--- src/verilog/mmu_pkg.sv ---
//--------------------
// Shared types and constants for the IIe MMU pipeline
// Holds queue and credit sizes, the region and target encodings
// and the records passed between pipeline stages
// Imported by every stage and by the testbench
//--------------------
package mmu_pkg;

    localparam int ADDR_W       = 16;
    localparam int QUEUE_DEPTH  = 4;     // Also the upstream credit count
    localparam int OUT_CREDITS  = 2;     // Mapper credits after reset
    localparam int QUEUE_PTR_W  = $clog2(QUEUE_DEPTH);
    localparam int QUEUE_CNT_W  = $clog2(QUEUE_DEPTH + 1);
    localparam int OUT_CREDIT_W = $clog2(OUT_CREDITS + 1);

    // Address regions found by the decoder
    typedef enum logic [3:0] {
        ram, kbd_switch, status, speaker, display_switch, lang_ctrl,
        slot_dev, slot_rom, exp_rom, sys_rom, other_io
    } region_e;

    // Where a mapped access ends up
    typedef enum logic [2:0] {
        main_ram, aux_ram, int_rom, slot_io, slot_rom_sel, switch_only, dropped
    } target_e;

    typedef struct packed {
        logic [ADDR_W-1:0] addr;
        logic              write;
    } bus_access_t;

    typedef struct packed {
        bus_access_t bus;
        region_e     region;
    } decoded_access_t;

    // Switch snapshot seen by the mapper
    typedef struct packed {
        logic store80;
        logic ramrd;
        logic ramwrt;
        logic altzp;
        logic cxrom;
        logic c3rom;
        logic page2;
        logic hires;
        logic lc_bank1;
        logic lc_read;
        logic lc_write_en;
    } switch_state_t;

    typedef struct packed {
        decoded_access_t dec;
        switch_state_t   state;
        logic            status_bit;
    } switched_access_t;

    typedef struct packed {
        target_e           target;
        logic [ADDR_W-1:0] ram_addr;
        logic [2:0]        slot;
        logic              status_bit;
    } mapped_access_t;

endpackage

--- src/verilog/access_queue.sv ---
//--------------------
// Input FIFO in front of the MMU pipeline
// Upstream sends only while holding a credit, one credit
// comes back on in_credit for every entry popped
//--------------------
`timescale 1ns/1ns

module access_queue import mmu_pkg::*;
(
    input  logic        CLK_14M,
    input  logic        reset,
    input  logic        in_valid,
    input  bus_access_t in_access,
    input  logic        stall,
    output logic        deq_valid,
    output bus_access_t deq_access,
    output logic        in_credit
);

    bus_access_t            mem [QUEUE_DEPTH];
    logic [QUEUE_PTR_W-1:0] wr_ptr;
    logic [QUEUE_PTR_W-1:0] rd_ptr;
    logic [QUEUE_CNT_W-1:0] count;
    logic                   pop;

    assign pop = !stall && (count != '0);

    always_ff @(posedge CLK_14M)
    begin
        if (reset)
        begin
            wr_ptr    <= '0;
            rd_ptr    <= '0;
            count     <= '0;
            deq_valid <= 1'b0;
            in_credit <= 1'b0;
        end
        else
        begin
            if (in_valid)
                wr_ptr <= wr_ptr + 1'b1;  // Depth is a power of two
            if (pop)
                rd_ptr <= rd_ptr + 1'b1;
            case ({in_valid, pop})
                2'b10:   count <= count + 1'b1;
                2'b01:   count <= count - 1'b1;
                default: ;
            endcase
            if (!stall)
                deq_valid <= pop;
            in_credit <= pop;             // One credit back per pop
        end
    end

    // Storage and head register
    always_ff @(posedge CLK_14M)
    begin
        if (in_valid)
            mem[wr_ptr] <= in_access;
        if (pop)
            deq_access <= mem[rd_ptr];
    end

endmodule

--- src/verilog/bus_decoder.sv ---
//--------------------
// Stage 1 of the MMU pipeline
// Sorts each CPU address into an I/O or memory region and
// registers the access together with its region
//--------------------
`timescale 1ns/1ns

module bus_decoder import mmu_pkg::*;
(
    input  logic            CLK_14M,
    input  logic            reset,
    input  logic            deq_valid,
    input  bus_access_t     deq_access,
    input  logic            stall,
    output logic            dec_valid,
    output decoded_access_t dec_access
);

    logic [ADDR_W-1:0] addr;
    region_e           region;

    assign addr = deq_access.addr;

    // Nested decode of the C000-FFFF space
    always_comb
    begin
        region = other_io;
        if (addr[15:14] != 2'b11)
            region = ram;                             // 0000-BFFF
        else if (addr[13:12] != 2'b00)
            region = sys_rom;                         // D000-FFFF
        else
        begin
            case (addr[11:8])
                4'h0:
                begin
                    case (addr[7:4])
                        4'h0:    region = kbd_switch;     // C00x
                        4'h1:    region = status;         // C01x
                        4'h3:    region = speaker;        // C03x
                        4'h5:    region = display_switch; // C05x
                        4'h8:    region = lang_ctrl;      // C08x
                        4'h9, 4'hA, 4'hB, 4'hC, 4'hD, 4'hE, 4'hF:
                            region = slot_dev;            // C09x-C0Fx
                        default: region = other_io;       // Tape, strobes, gameport
                    endcase
                end
                4'h1, 4'h2, 4'h3, 4'h4, 4'h5, 4'h6, 4'h7:
                    region = slot_rom;                    // C100-C7FF
                default:
                    region = exp_rom;                     // C800-CFFF
            endcase
        end
    end

    always_ff @(posedge CLK_14M)
    begin
        if (reset)
            dec_valid <= 1'b0;
        else if (!stall)
            dec_valid <= deq_valid;
    end

    always_ff @(posedge CLK_14M)
    begin
        if (!stall)
        begin
            dec_access.bus    <= deq_access;
            dec_access.region <= region;
        end
    end

endmodule

--- src/verilog/switch_bank.sv ---
//--------------------
// Stage 2 of the MMU pipeline
// Holds the IIe soft switches and applies their side effects
// in arrival order, then passes on a switch snapshot and the
// C01x status bit with each access
//--------------------
`timescale 1ns/1ns

module switch_bank import mmu_pkg::*;
(
    input  logic             CLK_14M,
    input  logic             reset,
    input  logic             dec_valid,
    input  decoded_access_t  dec_access,
    input  logic             stall,
    output logic             sw_valid,
    output switched_access_t sw_access,
    output logic             speaker,
    output logic [3:0]       annunciators
);

    logic [ADDR_W-1:0] addr;
    logic              write;
    logic              take;
    logic [7:0]        aux_sw;       // C00x write switches
    logic [7:0]        disp_sw;      // C05x, upper nibble is AN0-AN3
    logic              lc_bank1;
    logic              lc_read;
    logic              lc_write_en;
    logic              lc_pre_wr;    // First odd read seen
    logic              spk;
    switch_state_t     state;
    logic              status_bit;

    assign addr  = dec_access.bus.addr;
    assign write = dec_access.bus.write;
    assign take  = dec_valid && !stall;

    assign speaker      = spk;
    assign annunciators = disp_sw[7:4];

    // Snapshot before this access takes effect
    always_comb
    begin
        state.store80     = aux_sw[0];
        state.ramrd       = aux_sw[1];
        state.ramwrt      = aux_sw[2];
        state.cxrom       = aux_sw[3];
        state.altzp       = aux_sw[4];
        state.c3rom       = aux_sw[5];
        state.page2       = disp_sw[2];
        state.hires       = disp_sw[3];
        state.lc_bank1    = lc_bank1;
        state.lc_read     = lc_read;
        state.lc_write_en = lc_write_en;
    end

    //--------------------
    // C01x status reads
    //--------------------
    always_comb
    begin
        status_bit = 1'b0;
        if (dec_access.region == status && !write)
        begin
            case (addr[3:0])
                4'h1:    status_bit = ~lc_bank1;   // Bank 2 active
                4'h2:    status_bit = lc_read;
                4'h3:    status_bit = aux_sw[1];
                4'h4:    status_bit = aux_sw[2];
                4'h5:    status_bit = aux_sw[3];
                4'h6:    status_bit = aux_sw[4];
                4'h7:    status_bit = aux_sw[5];
                4'h8:    status_bit = aux_sw[0];
                4'hA:    status_bit = disp_sw[0];  // Text
                4'hB:    status_bit = disp_sw[1];  // Mixed
                4'hC:    status_bit = disp_sw[2];
                4'hD:    status_bit = disp_sw[3];
                4'hE:    status_bit = aux_sw[7];   // Altchar
                4'hF:    status_bit = aux_sw[6];   // 80 column
                default: status_bit = 1'b0;        // Key strobe and VBL
            endcase
        end
    end

    //--------------------
    // Side effects
    //--------------------
    always_ff @(posedge CLK_14M)
    begin
        if (reset)
        begin
            sw_valid    <= 1'b0;
            aux_sw      <= '0;
            disp_sw     <= '0;
            lc_bank1    <= 1'b0;
            lc_read     <= 1'b0;
            lc_write_en <= 1'b0;
            lc_pre_wr   <= 1'b0;
            spk         <= 1'b0;
        end
        else
        begin
            if (!stall)
                sw_valid <= dec_valid;
            if (take)
            begin
                case (dec_access.region)
                    kbd_switch:
                        if (write)
                            aux_sw[addr[3:1]] <= addr[0];
                    display_switch:
                        disp_sw[addr[3:1]] <= addr[0];
                    mmu_pkg::speaker:
                        spk <= ~spk;
                    lang_ctrl:
                    begin
                        lc_bank1  <= addr[3];
                        lc_read   <= ~(addr[0] ^ addr[1]);
                        lc_pre_wr <= addr[0] & ~write;
                        if (lc_pre_wr && !write && addr[0])
                            lc_write_en <= 1'b1;  // Second odd read
                        else if (!addr[0])
                            lc_write_en <= 1'b0;
                    end
                    default: ;
                endcase
            end
        end
    end

    always_ff @(posedge CLK_14M)
    begin
        if (!stall)
        begin
            sw_access.dec        <= dec_access;
            sw_access.state      <= state;
            sw_access.status_bit <= status_bit;
        end
    end

endmodule

--- src/verilog/memory_mapper.sv ---
//--------------------
// Stage 3 of the MMU pipeline
// Picks the target and RAM address of each access, sends it
// under output credits and holds one item when none is left,
// raising stall for the stages in front
//--------------------
`timescale 1ns/1ns

module memory_mapper import mmu_pkg::*;
(
    input  logic             CLK_14M,
    input  logic             reset,
    input  logic             sw_valid,
    input  switched_access_t sw_access,
    input  logic             out_credit,
    output logic             stall,
    output logic             out_valid,
    output mapped_access_t   out_access
);

    logic [OUT_CREDIT_W-1:0] credits;
    logic                    credit_ok;
    logic                    send;
    logic                    held_valid;
    mapped_access_t          held;
    mapped_access_t          mapped;
    logic [ADDR_W-1:0]       addr;
    logic [ADDR_W-1:0]       lc_addr;
    switch_state_t           st;
    logic                    rw_aux;
    logic                    use_aux;
    target_e                 ram_tgt;

    assign addr      = sw_access.dec.bus.addr;
    assign st        = sw_access.state;
    assign credit_ok = (credits != '0);
    assign stall     = held_valid && !credit_ok;
    assign send      = credit_ok && (held_valid || sw_valid);

    // Main/aux select
    always_comb
    begin
        rw_aux = sw_access.dec.bus.write ? st.ramwrt : st.ramrd;
        if (addr[15:9] == 7'h00 || addr[15:14] == 2'b11)
            use_aux = st.altzp;                              // Pages 00-01, C0-FF
        else if (addr[15:10] == 6'b000001)
            use_aux = st.store80 ? st.page2 : rw_aux;        // Text pages
        else if (addr[15:13] == 3'b001)
            use_aux = (st.store80 && st.hires) ? st.page2 : rw_aux;
        else
            use_aux = rw_aux;
        ram_tgt = use_aux ? aux_ram : main_ram;
        lc_addr = {addr[15:13], addr[12] & ~(st.lc_bank1 && addr[15:12] == 4'hD),
                   addr[11:0]};
    end

    //--------------------
    // Target decode
    //--------------------
    always_comb
    begin
        mapped.target     = switch_only;
        mapped.ram_addr   = addr;
        mapped.slot       = 3'd0;
        mapped.status_bit = sw_access.status_bit;
        case (sw_access.dec.region)
            ram:
                mapped.target = ram_tgt;
            sys_rom:
            begin
                if (sw_access.dec.bus.write ? st.lc_write_en : st.lc_read)
                begin
                    mapped.target   = ram_tgt;
                    mapped.ram_addr = lc_addr;
                end
                else
                    mapped.target = sw_access.dec.bus.write ? dropped : int_rom;
            end
            slot_rom:
            begin
                mapped.slot = addr[10:8];
                if (st.cxrom || (addr[10:8] == 3'd3 && !st.c3rom))
                    mapped.target = int_rom;
                else
                    mapped.target = slot_rom_sel;
            end
            exp_rom:
                mapped.target = st.cxrom ? int_rom : slot_rom_sel;  // Strobe otherwise
            slot_dev:
            begin
                mapped.target = slot_io;
                mapped.slot   = addr[6:4];
            end
            other_io:
                mapped.target = dropped;
            default:
                mapped.target = switch_only;
        endcase
    end

    always_ff @(posedge CLK_14M)
    begin
        if (reset)
        begin
            credits    <= OUT_CREDIT_W'(OUT_CREDITS);
            held_valid <= 1'b0;
            out_valid  <= 1'b0;
        end
        else
        begin
            out_valid <= send;
            case ({send, out_credit})
                2'b10:   credits <= credits - 1'b1;
                2'b01:   credits <= credits + 1'b1;
                default: ;
            endcase
            if (held_valid)
            begin
                if (credit_ok)
                    held_valid <= sw_valid;   // Refill behind the sent item
            end
            else if (sw_valid && !credit_ok)
                held_valid <= 1'b1;
        end
    end

    // Payload, held item goes out first
    always_ff @(posedge CLK_14M)
    begin
        if (send)
            out_access <= held_valid ? held : mapped;
        if ((held_valid && credit_ok) || (!held_valid && !credit_ok))
            held <= mapped;
    end

endmodule

--- src/verilog/apple2e_mmu.sv ---
//--------------------
// Top of the IIe MMU pipeline
// Queue, decoder, switch bank and mapper in a chain, with
// credit flow control on both the input and output side
//--------------------
`timescale 1ns/1ns

module apple2e_mmu import mmu_pkg::*;
(
    input  logic           CLK_14M,
    input  logic           reset,
    input  logic           in_valid,
    input  bus_access_t    in_access,
    output logic           in_credit,
    output logic           out_valid,
    output mapped_access_t out_access,
    input  logic           out_credit,
    output logic           speaker,
    output logic [3:0]     annunciators
);

    logic             deq_valid;
    bus_access_t      deq_access;
    logic             dec_valid;
    decoded_access_t  dec_access;
    logic             sw_valid;
    switched_access_t sw_access;
    logic             stall;          // From the mapper to every stage

    access_queue u_queue (
        .CLK_14M    (CLK_14M),
        .reset      (reset),
        .in_valid   (in_valid),
        .in_access  (in_access),
        .stall      (stall),
        .deq_valid  (deq_valid),
        .deq_access (deq_access),
        .in_credit  (in_credit)
    );

    bus_decoder u_decoder (
        .CLK_14M    (CLK_14M),
        .reset      (reset),
        .deq_valid  (deq_valid),
        .deq_access (deq_access),
        .stall      (stall),
        .dec_valid  (dec_valid),
        .dec_access (dec_access)
    );

    switch_bank u_switches (
        .CLK_14M      (CLK_14M),
        .reset        (reset),
        .dec_valid    (dec_valid),
        .dec_access   (dec_access),
        .stall        (stall),
        .sw_valid     (sw_valid),
        .sw_access    (sw_access),
        .speaker      (speaker),
        .annunciators (annunciators)
    );

    memory_mapper u_mapper (
        .CLK_14M    (CLK_14M),
        .reset      (reset),
        .sw_valid   (sw_valid),
        .sw_access  (sw_access),
        .out_credit (out_credit),
        .stall      (stall),
        .out_valid  (out_valid),
        .out_access (out_access)
    );

endmodule

--- config.mk ---
export PLATFORM = sky130hd
export DESIGN_NAME = apple2e_mmu
export DESIGN_NICKNAME = d
export VERILOG_FILES = /design/src/verilog/mmu_pkg.sv /design/src/verilog/access_queue.sv /design/src/verilog/bus_decoder.sv /design/src/verilog/switch_bank.sv /design/src/verilog/memory_mapper.sv /design/src/verilog/apple2e_mmu.sv
export SDC_FILE = /design/constraint.sdc
export NUM_CORES = 1
export LEC_CHECK = 0
export BUFFER_PORTS_ARGS = -buffer_cell sky130_fd_sc_hd__buf_2
export CELL_PAD_IN_SITES_DETAIL_PLACEMENT = 1
export CELL_PAD_IN_SITES_GLOBAL_PLACEMENT = 1
export CORE_MARGIN = 2
export CORE_UTILIZATION = 50
export DETAILED_ROUTE_END_ITERATION = 10
export PLACE_DENSITY = 0.84
export SYNTH_ARGS = -nofsm -noshare
export SYNTH_HDL_FRONTEND = slang
export SYNTH_SLANG_ARGS = --single-unit
--- constraint.sdc ---
create_clock -name CLK_14M -period 6.5 [get_ports CLK_14M]
set_input_delay 0.65 -clock CLK_14M [delete_from_list [all_inputs] [get_ports CLK_14M]]
set_output_delay 0.65 -clock CLK_14M [all_outputs]
set_load 0.01 [all_outputs]
# After elaboration in Yosys (flattened, before gate mapping)
# Memories as Yosys holds them, arrays and structs flattened. A register that Yosys moved wholly into a read port is not among the register bits.
# Cells that the tools add are included.
# op_classes
n_addsub,6
magnitude_cmp,2
eq_ne,42
mux,33
bitwise,8
reduce_logical,38
# ops
op,n
$eq 4x3->1 const B,12
$eq 4x4->1 const B,11
$mux 13,2
$eq 4x2->1 const B,6
$mux 23,1
$pmux 3 s6,1
$bwmux 8,2
$mux 1,16
$logic_and 1x1->1,14
$pmux 1 s14,1
$eq 4x1->1 const B,3
$mux 3,4
$pmux 3 s2,2
$logic_not 4->1,2
$pmux 4 s2,1
$reduce_bool 2->1,4
$logic_not 7->1,1
$reduce_or 7->1,1
$add 2x1->2 const B,3
$eq 2x2->1 const B,3
$eq 6x1->1 const B,1
$reduce_and 2->1,3
$reduce_and 3->1,2
$logic_not 1->1,5
other kinds (19),28
# totals
regBits,136
mem_bits_rw,68
rom_bits,64
input_bits,21
output_inout_bits,30
elab_cells,175
memories,2
# memory_table
memory,depth,word_bits,read_ports,rd_ports_with_merged_regs,write_ports,line,source
u_queue.mem,4,17,1,1,1,access_queue.sv:20,bus_access_t mem [QUEUE_DEPTH];
(no name shown),16,4,1,0,0,bus_decoder.sv:37,case (addr[7:4])

# Longest topological paths before layout
# Gate-level depths: netlist (run 1).
# depth
depth_word,9
ltp_mapped,10
depth_no_buf,9

# By module
# A second synthesis (run 1) with hierarchy kept.
# hier_totals
hier_cells,533
hier_area_um2,8785.9
# modules_own_cells
module,n_inst,cells_per_inst,area_each_um2,seq_area_each_um2
access_queue,1,158,3443.3,2732.6
memory_mapper,1,154,2285.9,1461.4
switch_bank,1,170,2200.9,1431.4
bus_decoder,1,51,855.8,650.6

# Worst setup path after synthesis (run 1)
# No wires, ideal clock.
# synth_path
kind,register to register
start,reg u_mapper.credits[0]
end,reg u_queue.count[2]
setup_ps,70
arrival_time_ps,2994
t_required_ps,6430
setup_slack_ps,3436
path_stages_with_launch,11
n_path_buf,1
synth_period_minus_slack_ps,3064
path_cell_list,dfxtp_1 > nor2_1 > ha_1 > buf_2 > nor2_1 > ha_1 > inv_1 > fa_1 > xor2_1 > or3_1 > a21oi_1
# synth_via
elab_chain_len,7
elab_cells_between_ends,9
classes_between,eq/ne: 2; mux: 1; reduce/logical: 6
# synth_lines
element,line,source
from (decl),memory_mapper.sv:21,logic [OUT_CREDIT_W-1:0] credits;
from (signal assigned),memory_mapper.sv:105,credits <= OUT_CREDIT_W'(OUT_CREDITS);
from (signal assigned),memory_mapper.sv:113,2'b10: credits <= credits - 1'b1;
from (signal assigned),memory_mapper.sv:114,2'b01: credits <= credits + 1'b1;
$reduce_bool 2->1 *,memory_mapper.sv:36,assign credit_ok = (credits != '0);
$logic_not 1->1 *,memory_mapper.sv:37,assign stall = held_valid && !credit_ok;
$logic_and 1x1->1 *,memory_mapper.sv:37,
via stall,apple2e_mmu.sv:28,logic stall;
$logic_not 1->1 *,--,
$logic_and 1x1->1 *,access_queue.sv:26,assign pop = !stall && (count != '0);
via u_queue.pop,access_queue.sv:24,logic pop;
$eq 2x1->1 / $eq 2x2->1 (equally long branches),access_queue.sv:44,"case ({in_valid, pop})"
$pmux 3 s2 / $reduce_bool 2->1 (equally long branches),--,
to (signal assigned),access_queue.sv:45,2'b10: count <= count + 1'b1;
to (signal assigned),access_queue.sv:46,2'b01: count <= count - 1'b1;
to (decl),access_queue.sv:23,logic [QUEUE_CNT_W-1:0] count;
# The timed path passes the listed nets; every way through them passes the cells marked *.
# A chain may end at the register's enable or synchronous reset.

# Worst setup path after layout (run 1)
# Same ends and word-level chain as after synthesis.

==> impl_metrics.ini, run 1 <==
[outcome]
status = completed

[layout]
layout.area.seq_sq_um = 6276
syn2layout_area_growth_pct = 13.43
stdcell_count = 825
fill_cells = 1586
nNetsFinal = 622
antenna_cells = 0
drive_gt1_share_pct = 21.83
multi_input_area_sq_um = 2193

[cts]
cts_buffer_depth = 3
cts.sinks = 221
cts_root_buf = clkbuf_16
numCtsBuffers = 23
h-tree-depth = 1
postCtsSetupBuffers = 0
cts_tree = yes
cts-hold-fix-buffers = 0
clock_latency_ns = 0.50
clkTransAtPathRegs_ns = 0.06
ctsResizeCount = 0

[timing]
slew_violations = 0
fmax_ghz = 0.4141
setup_viol = 0
slew_headroom_pct = 24.20
fin_tns_setup_ns = 0
worst_slew_pin_slew_ns = 1.135
finalCritPeriodShare_pct = 37.15
clock_skew_ns = 0.006326
rsz0062_at_grt = false
holdWs_ns = 0.3649
finalHoldViolations = 0
period_minus_slack_ns = 2.415

[synthesis]
syn-instance-count = 531
ys_ff_latch = 221
ys_top_cells_by_count = edfxtp_1 (185), nor2_1 (48), dfxtp_1 (36)
syn_nets = 569
synth.area.top_cells = edfxtp_1 (64%), dfxtp_1 (8.3%), mux4_2 (4.4%)
yosysWarnings = 0
synth_largest_type_area_fraction_pct = 64.19
yosysMostFrequentCell = edfxtp_1
synth-main-ff-cell = edfxtp_1
ys_types = 54
ys_seq_area_share_pct = 72.52
avgSynthCellArea_sq_um = 16.30
async_flop_share_pct = 0
synth_edf_count = 185
yosysTopAreaCell = edfxtp_1
netlist_area_sq_um = 8655

[routing]
drtIter0Drc = 195
antenna_left = 0
via_per_inst = 5.545
routed_wl_um = 16440
wl_met2_um = 8557
vias = 4575
wl_met1_um = 6699
first_pass_iters = 5
drc_errors = 0
wl_per_cell_um = 19.93
dr.max_layer_used = met4
route.met3.wl_um = 774

[place]
dp_hpwl_um = 10790
placedCellCount = 784
globalplace.congestion = 0.8591
port_buffers = 50

[power_and_ir_drop]
total_leakage_power_nw = 3.556
peakVddDrop_mv = 0.2463
power_density_nw_per_um2 = 419.2

[global_route]
grt_usage_pct = 18.34
grt_max_degree = 55
grt_pass1_vias = 5002
grt_pass1_wl_um = 26240
grt_remaining_overflow = 0
antenna_found_initial = 0

[critical_path]
worstSetupPathType = flip-flop to flip-flop
critPathLaunchType = flip-flop
critical_path_required_ns = 6.92
critPathMaxFanout = 9
worstPathArrival_ns = 2.84
end_kind = flip-flop
r2r_setup_slack_ns = 4.09

[die]
ios = 51
start_util_pct = 50.56
die_h_um = 135.6
core_area_sq_um = 17120
die_w_um = 135.6
die_area_sq_um = 18380
fp-row-count = 48

[job]
maxCapViolCount = 0

[min_path]
min_path_type = input port to flip-flop
## placed cells by master, fill, tap and decap left out, types with 13 or more instances in the layout
master / n
a21oi_1: 17
buf_2: 50
clkbuf_16: 23
dfxtp_1: 36
edfxtp_1: 185
ha_1: 16
inv_1: 14
mux2_2: 20
mux2i_1: 25
mux4_2: 17
nand2_1: 13
nand4_1: 16
nor2_1: 48
## worst paths after layout
path,startpoint,endpoint,depth (start not counted)
worst min register to register,u_queue.deq_access[4],u_decoder.dec_access[8],0
worst min-delay path,in_access[8],u_queue.mem[0][8],1
worst max register to register,u_mapper.credits[0],u_queue.count[2],9
worst max-delay path,u_mapper.credits[0],u_queue.count[2],9
## stage by stage
step	power [mW]	setup WS (ns)	utilization, %	area [sq um]
after global placement	2.773	4.249	53.07	9084
final	4.116	4.085	57.35	9817
after detailed placement	2.860	4.113	53.07	9084
after CTS	4.154	4.091	57.35	9817
after floorplan	2.601	3.436	-	8655
after global routing	4.294	3.935	57.35	9817
## report_power, final
group          switching, mW  total (mW)  internal (mW)
Sequential             0.255        2.18           1.92
Clock                  0.510        1.27          0.762
Combinational          0.368       0.667          0.299
## layer usage
layer	vias up	global-route usage, %
li1	2144	-
met1	2285	22.10
met2	115	33.14
met3	31	3.330
met4	0	6.308
met5	-	0
## registers in the layout, indices dropped and copies added (netlist names)
name and cells:
u_decoder.dec_access 21, u_switches.lc_pre_wr 1, u_queue.rd_ptr 2, u_switches.speaker 1
u_queue.mem 68, u_mapper.held_valid 1, u_queue.wr_ptr 2, u_queue.in_credit 1
u_switches.lc_bank1 1, u_switches.lc_write_en 1, u_switches.sw_valid 1, u_switches.sw_access 33
u_mapper.out_valid 1, u_mapper.out_access 23, u_mapper.held 23, u_mapper.credits 2
u_switches.aux_sw 8, u_switches.disp_sw 8, u_queue.deq_valid 1, u_queue.count 3
u_decoder.dec_valid 1, u_switches.lc_read 1, u_queue.deq_access 17
## cell families (layout without fill, tap and decap cells)
| family | count (synthesis) | after routing | synth area share, % |
|---|---|---|---|
| fa+ha+maj | 17 | 17 | 2.544 |
| flops | 221 | 221 | 72.52 |
| compound gates | 57 | 57 | 4.366 |
| simple gates | 125 | 125 | 7.705 |
| mux | 62 | 62 | 9.918 |
| buf+inv | 41 | 110 | 2.140 |
| xor+xnor | 8 | 8 | 0.8096 |
## worst max-delay path, cell delays in order, from the launching register on
cell	delay, ns
dfxtp_1	0.39
nor2_1	0.09
ha_1	0.33
nor2_1	0.23
ha_1	0.23
inv_1	0.07
fa_1	0.37
xor2_1	0.16
or3_1	0.32
a21oi_1	0.15
## final cells by class
class                      count  share of cell area, %
clock buffer                  31                  6.475
clock inverter                10                 0.9941
inverter                      16                 0.6118
multi-input combinational    269                  22.34
sequential                   221                  63.93
tap                          225                  2.868
timing repair buffer          53                  2.778
No activity file was read; power rests on OpenSTA's default activity.
==> run 2: changes to the inputs <==
--- a/config.mk
+++ b/config.mk
@@ -9,9 +9,9 @@
 export CELL_PAD_IN_SITES_DETAIL_PLACEMENT = 1
 export CELL_PAD_IN_SITES_GLOBAL_PLACEMENT = 1
 export CORE_MARGIN = 2
-export CORE_UTILIZATION = 50
+export CORE_UTILIZATION = 46
 export DETAILED_ROUTE_END_ITERATION = 10
-export PLACE_DENSITY = 0.84
+export PLACE_DENSITY = 0.82
 export SYNTH_ARGS = -nofsm -noshare
 export SYNTH_HDL_FRONTEND = slang
 export SYNTH_SLANG_ARGS = --single-unit
==> constraint.sdc (replaced) <==
create_clock -name CLK_14M -period 2.1 [get_ports CLK_14M]
set_input_delay 0.21 -clock CLK_14M [delete_from_list [all_inputs] [get_ports CLK_14M]]
set_output_delay 0.21 -clock CLK_14M [all_outputs]
set_load 0.01 [all_outputs]
==> run 2 against run 1 <==
- combinational power grew to 3.6 times the previous value
- wire length up 2.5%
- clock skew is 0.0029 ns higher
- first-iteration DRC count up 25%
- register-to-register slack worse by 3.9 ns
- cell area is 3.4% higher
- setup slack got worse by 3.9 ns
- sequential share of layout area down 2.1 points
- utilization is 2.7 points lower
- critical path depth unchanged
- largest power group unchanged
==> impl_metrics.ini, run 2 (synthesized netlist as in run 1, its figures left out) <==
[outcome]
status = completed

[cts]
numCtsBuffers = 23
ctsResizeCount = 0
cts_tree = yes
clock_latency_ns = 0.52
cts_buffer_depth = 3
h-tree-depth = 1
clkTransAtPathRegs_ns = 0.06
cts.sinks = 221
cts_root_buf = clkbuf_16

[layout]
syn2layout_area_growth_pct = 17.33
fill_cells = 1707
largest_register_ffs = 68
layout.area.seq_sq_um = 6279
drive_gt1_share_pct = 24.21
regMostFlops = u_queue.mem
layout_common_cells = edfxtp_1 (185), buf_2 (50), nor2_1 (46)
antenna_cells = 0
nNetsFinal = 657
final_core_util_pct = 54.65
stdcell_count = 870
final_common_cell = edfxtp_1
multi_input_area_sq_um = 2221
top_regs = u_queue.mem x68, u_switches.sw_access x33

[timing]
slew_violations = 0
period_minus_slack_ns = 1.957
setup_slack_ns = 0.1434
fin_tns_setup_ns = 0
clock_skew_ns = 0.009273
worst_slew_pin_slew_ns = 0.7052
slew_headroom_pct = 52.99
setup_viol = 0
finalHoldViolations = 0
finalCritPeriodShare_pct = 93.17
rsz0062_at_grt = false
fmax_ghz = 0.5111

[critical_path]
worstPathArrival_ns = 2.40
critPathMaxFanout = 4
slowest_delay_ns = 0.37
cp_cell_sequence = nor2_2 > ha_2 > nor2_4 > ha_4 > inv_2 > fa_2 > xor2_1 > or3_1 > a21oi_1
worstSetupPathType = flip-flop to flip-flop
end_kind = flip-flop
critPathLaunchType = flip-flop
slowest_stage = dfxtp_2
critical_path_required_ns = 2.55

[global_route]
grt_remaining_overflow = 0
grt_usage_pct = 17.53
grt_pass1_vias = 5213
grt_pass1_wl_um = 27610
antenna_found_initial = 0
grt_max_degree = 45

[power_and_ir_drop]
power_mw = 12.83
power_density_nw_per_um2 = 1263
p_clk_share_pct = 29.8
peakVddDrop_mv = 0.7457
p_sw_share_pct = 28.01
power_frac_seq_pct = 51.5
p_switching_mw = 3.594
combinationalPowerShare_pct = 18.7
total_leakage_power_nw = 3.706
p_int_mw = 9.235

[die]
ios = 51
die_h_um = 141.2
core_area_sq_um = 18580
die_w_um = 141.2
fp-row-count = 50
start_util_pct = 46.58
die_area_sq_um = 19930

[place]
post-place-ws_ns = 0.1548
placedCellCount = 809
globalplace.congestion = 0.8734
port_buffers = 50
dp_hpwl_um = 11430

[routing]
drc_errors = 0
first_pass_iters = 4
routed_wl_um = 16850
drtIter0Drc = 243
vias = 4731
via_per_inst = 5.438
wl_per_cell_um = 19.37
antenna_left = 0

[min_path]
min_path_type = input port to flip-flop

[job]
maxCapViolCount = 0
run 2: power by group through the flow:
stage	sequential (mW)	combinational, mW	clock (mW)
after detailed placement	6.72	2.34	0
after global routing	6.72	2.64	4.08
after floorplan	6.38	1.72	0
after global placement	6.60	2.17	0
after CTS	6.63	2.38	3.93
final	6.61	2.39	3.83
run 2: layout make-up:
| class | instances | area share, % |
|---|---|---|
| Inverter | 16 | 0.5914 |
| Multi-Input combinational cell | 269 | 21.87 |
| Sequential cell | 221 | 61.83 |
| Clock inverter | 10 | 0.9118 |
| Tap cell | 234 | 2.883 |
| Clock buffer | 32 | 6.099 |
| Timing Repair Buffer | 88 | 5.816 |
run 2: layer usage:
metal  vias to the layer above  track usage [%]  routed length (um)
met5                         -                0                   0
li1                       2210                -                   -
met4                         0            6.947                 604
met2                       116            31.68                8863
met3                        47            2.853                 642
met1                      2358            20.98                6744
run 2: worst paths after layout:
check             cells after the start                        to                     from  slack (ns)
setup / recovery                      9          u_queue.count[2]      u_mapper.credits[0]        0.14
hold / removal                        3         u_queue.wr_ptr[1]                 in_valid        0.05
setup reg to reg                      9          u_queue.count[2]      u_mapper.credits[0]        0.14
hold reg to reg                       0  u_switches.sw_access[21]  u_decoder.dec_access[9]        0.42
run 2: what timing repair did:
item / CTS / global route
setup buffers: 0 / 2
hold buffers: 17 / 0
hold endpoints to repair: 68 / 0
endpoints found under the setup margin: 0 / 1
run 2: per-stage QoR:
step / hold WS (ns) / cell area [sq um]
final: 0.04522 / 10150
after global routing: 0.05035 / 10150
after CTS: 0.02198 / 10140
after detailed placement: 0.4061 / 9258
after global placement: 0.4019 / 9258
after floorplan: 0.3089 / 8691
run 2: worst max-delay path: cells and delay by family (launching register included):
family	cells	cell delay, ns
AO/OA/AOI/OAI	1	0.12
XOR/XNOR	1	0.16
adder cells (fa/ha/maj)	3	0.68
buffers and inverters	1	0.04
flip-flops	1	0.37
AND/OR/NAND/NOR	3	0.51
==> run 3: changes to the inputs <==
--- a/config.mk
+++ b/config.mk
@@ -9,9 +9,9 @@
 export CELL_PAD_IN_SITES_DETAIL_PLACEMENT = 1
 export CELL_PAD_IN_SITES_GLOBAL_PLACEMENT = 1
 export CORE_MARGIN = 2
-export CORE_UTILIZATION = 46
+export CORE_UTILIZATION = 50
 export DETAILED_ROUTE_END_ITERATION = 10
-export PLACE_DENSITY = 0.82
+export PLACE_DENSITY = 0.84
 export SYNTH_ARGS = -nofsm -noshare
 export SYNTH_HDL_FRONTEND = slang
 export SYNTH_SLANG_ARGS = --single-unit
==> constraint.sdc (replaced) <==
create_clock -name CLK_14M -period 1.87 [get_ports CLK_14M]
set_input_delay 0.187 -clock CLK_14M [delete_from_list [all_inputs] [get_ports CLK_14M]]
set_output_delay 0.187 -clock CLK_14M [all_outputs]
set_load 0.01 [all_outputs]
==> run 3 against run 2 <==
- the flow now finishes with violations (negative setup slack)
- cell count is 0.34% lower
- critical path depth is the same
- register-to-register slack lost 0.14 ns
- first-iteration DRC count increased by 17%
==> impl_metrics.ini, run 3 (synthesized netlist as in run 1, its figures left out) <==
[place]
port_buffers = 50
globalplace.congestion = 0.8153
post-place-ws_ns = -0.05325
dp_hpwl_um = 11350
placedCellCount = 805

[global_route]
grt_usage_pct = 19.26
grt_max_degree = 55
antenna_found_initial = 0
grt_pass1_wl_um = 27590
grt_pass1_vias = 5236
grt_remaining_overflow = 0

[critical_path]
worstPathArrival_ns = 2.29
critical_path_required_ns = 2.29
reg2reg_from = u_mapper.credits[1]
worstSetupPathType = flip-flop to flip-flop
r2r_cells = 9
critPathMaxFanout = 3
r2r_end = u_queue.count[2]
end_kind = flip-flop
r2r_setup_slack_ns = -0.0003
critPathLaunchType = flip-flop

[layout]
nNetsFinal = 664
drive_gt1_share_pct = 26.95
largest_register_ffs = 68
antenna_cells = 0
layout_common_cells = edfxtp_1 (185), buf_2 (50), nor2_1 (46)
regMostFlops = u_queue.mem
final_common_cell = edfxtp_1
final_core_util_pct = 60.20
stdcell_count = 867
top_regs = u_queue.mem x68, u_switches.sw_access x33
syn2layout_area_growth_pct = 19.05

[outcome]
status = finished with violations
violations = negative setup slack

[routing]
first_pass_iters = 4
wl_per_cell_um = 19.77
wl_met1_um = 6751
drtIter0Drc = 285
route.met3.wl_um = 772
via_per_inst = 5.574
antenna_left = 0
routed_wl_um = 17140
wl_met2_um = 9021
vias = 4833
drc_errors = 0
dr.max_layer_used = met4

[die]
die_area_sq_um = 18380
start_util_pct = 50.56
fp-row-count = 48
die_w_um = 135.6
ios = 51
die_h_um = 135.6
core_area_sq_um = 17120

[power_and_ir_drop]
power_mw = 14.90
peakVddDrop_mv = 0.8707
p_int_mw = 10.81
power_frac_seq_pct = 49.6
total_leakage_power_nw = 3.769
p_sw_share_pct = 27.42
p_clk_share_pct = 30.8
p_switching_mw = 4.085
combinationalPowerShare_pct = 19.6
power_density_nw_per_um2 = 1446

[timing]
fmax_ghz = 0.5347
finalHoldViolations = 0
worst_slew_pin_slew_ns = 0.9388
setup_viol = 1
slew_headroom_pct = 37.42
rsz0062_at_grt = true
slew_violations = 0
holdWs_ns = 0.06480
finalCritPeriodShare_pct = 100.0
period_minus_slack_ns = 1.870
clock_skew_ns = 0.01308
setup_slack_ns = -0.0003264

[cts]
h-tree-depth = 1
cts.sinks = 221
numCtsBuffers = 23
clock_latency_ns = 0.50
clkTransAtPathRegs_ns = 0.06
cts_buffer_depth = 3
cts_tree = yes
cts_root_buf = clkbuf_16

[min_path]
hold_path_depth = 3
min_path_type = input port to flip-flop
hold-path-endpoint = u_queue.wr_ptr[1]
min_from = in_valid

[job]
maxCapViolCount = 0
[run 3: worst max path at each step]
stage / to / start / cells past startpoint / slack, ns
after global routing: u_queue.count[2] / u_mapper.credits[1] / 9 / -0.07
after floorplan: u_queue.count[2] / u_mapper.credits[0] / 10 / -0.37
after detailed placement: u_mapper.credits[1] / u_mapper.credits[0] / 5 / -0.05
after CTS: u_queue.count[2] / u_mapper.credits[1] / 9 / -0.05
after global placement: u_queue.count[2] / u_mapper.credits[1] / 9 / 0.06
final: u_queue.count[2] / u_mapper.credits[1] / 9 / -0.0003
[run 3: critical path, stage by stage, from the launching register on]
cell	delay, ns
dfxtp_2	0.34
nor2_2	0.06
ha_4	0.18
nor2_4	0.11
ha_4	0.14
inv_2	0.03
fa_2	0.32
xor2_1	0.16
or3_1	0.33
a21oi_2	0.11
[run 3: timing repair]
item | CTS | global route
buffers inserted | 2 | 2
hold buffers | 17 | 0
pin swaps | 2 | 2
setup endpoints to repair | 3 | 14
resized for setup | 1 | 8
hold endpoints to repair | 68 | 0
[run 3: final cells by class]
class,count,area [sq um]
Timing Repair Buffer,95,655.6
Fill cell,1586,6813
Inverter,16,61.31
Tap cell,225,281.5
Clock inverter,11,136.4
Multi-Input combinational cell,269,2258
Clock buffer,30,631.9
Sequential cell,221,6279
[run 3: per-stage QoR]
step	instance area, sq um	setup TNS (ns)
after floorplan	8693	-16.64
after global placement	9298	0
after detailed placement	9298	-0.07506
after CTS	10260	-0.06106
after global routing	10300	-0.1378
final	10300	-0.0003264
[run 3: power by group through the flow]
stage | sequential [mW] | combinational (mW) | clock, mW
after global routing | 7.52 | 3.20 | 4.83
after floorplan | 7.16 | 1.94 | 0
final | 7.39 | 2.92 | 4.59
after detailed placement | 7.51 | 2.78 | 0
after global placement | 7.37 | 2.56 | 0
after CTS | 7.41 | 2.87 | 4.66
[run 3: routing by layer]
metal,vias to the layer above,GRT usage (%)
li1,2224,-
met1,2410,23.13
met2,151,34.90
met3,48,3.330
met4,0,6.887
met5,-,0
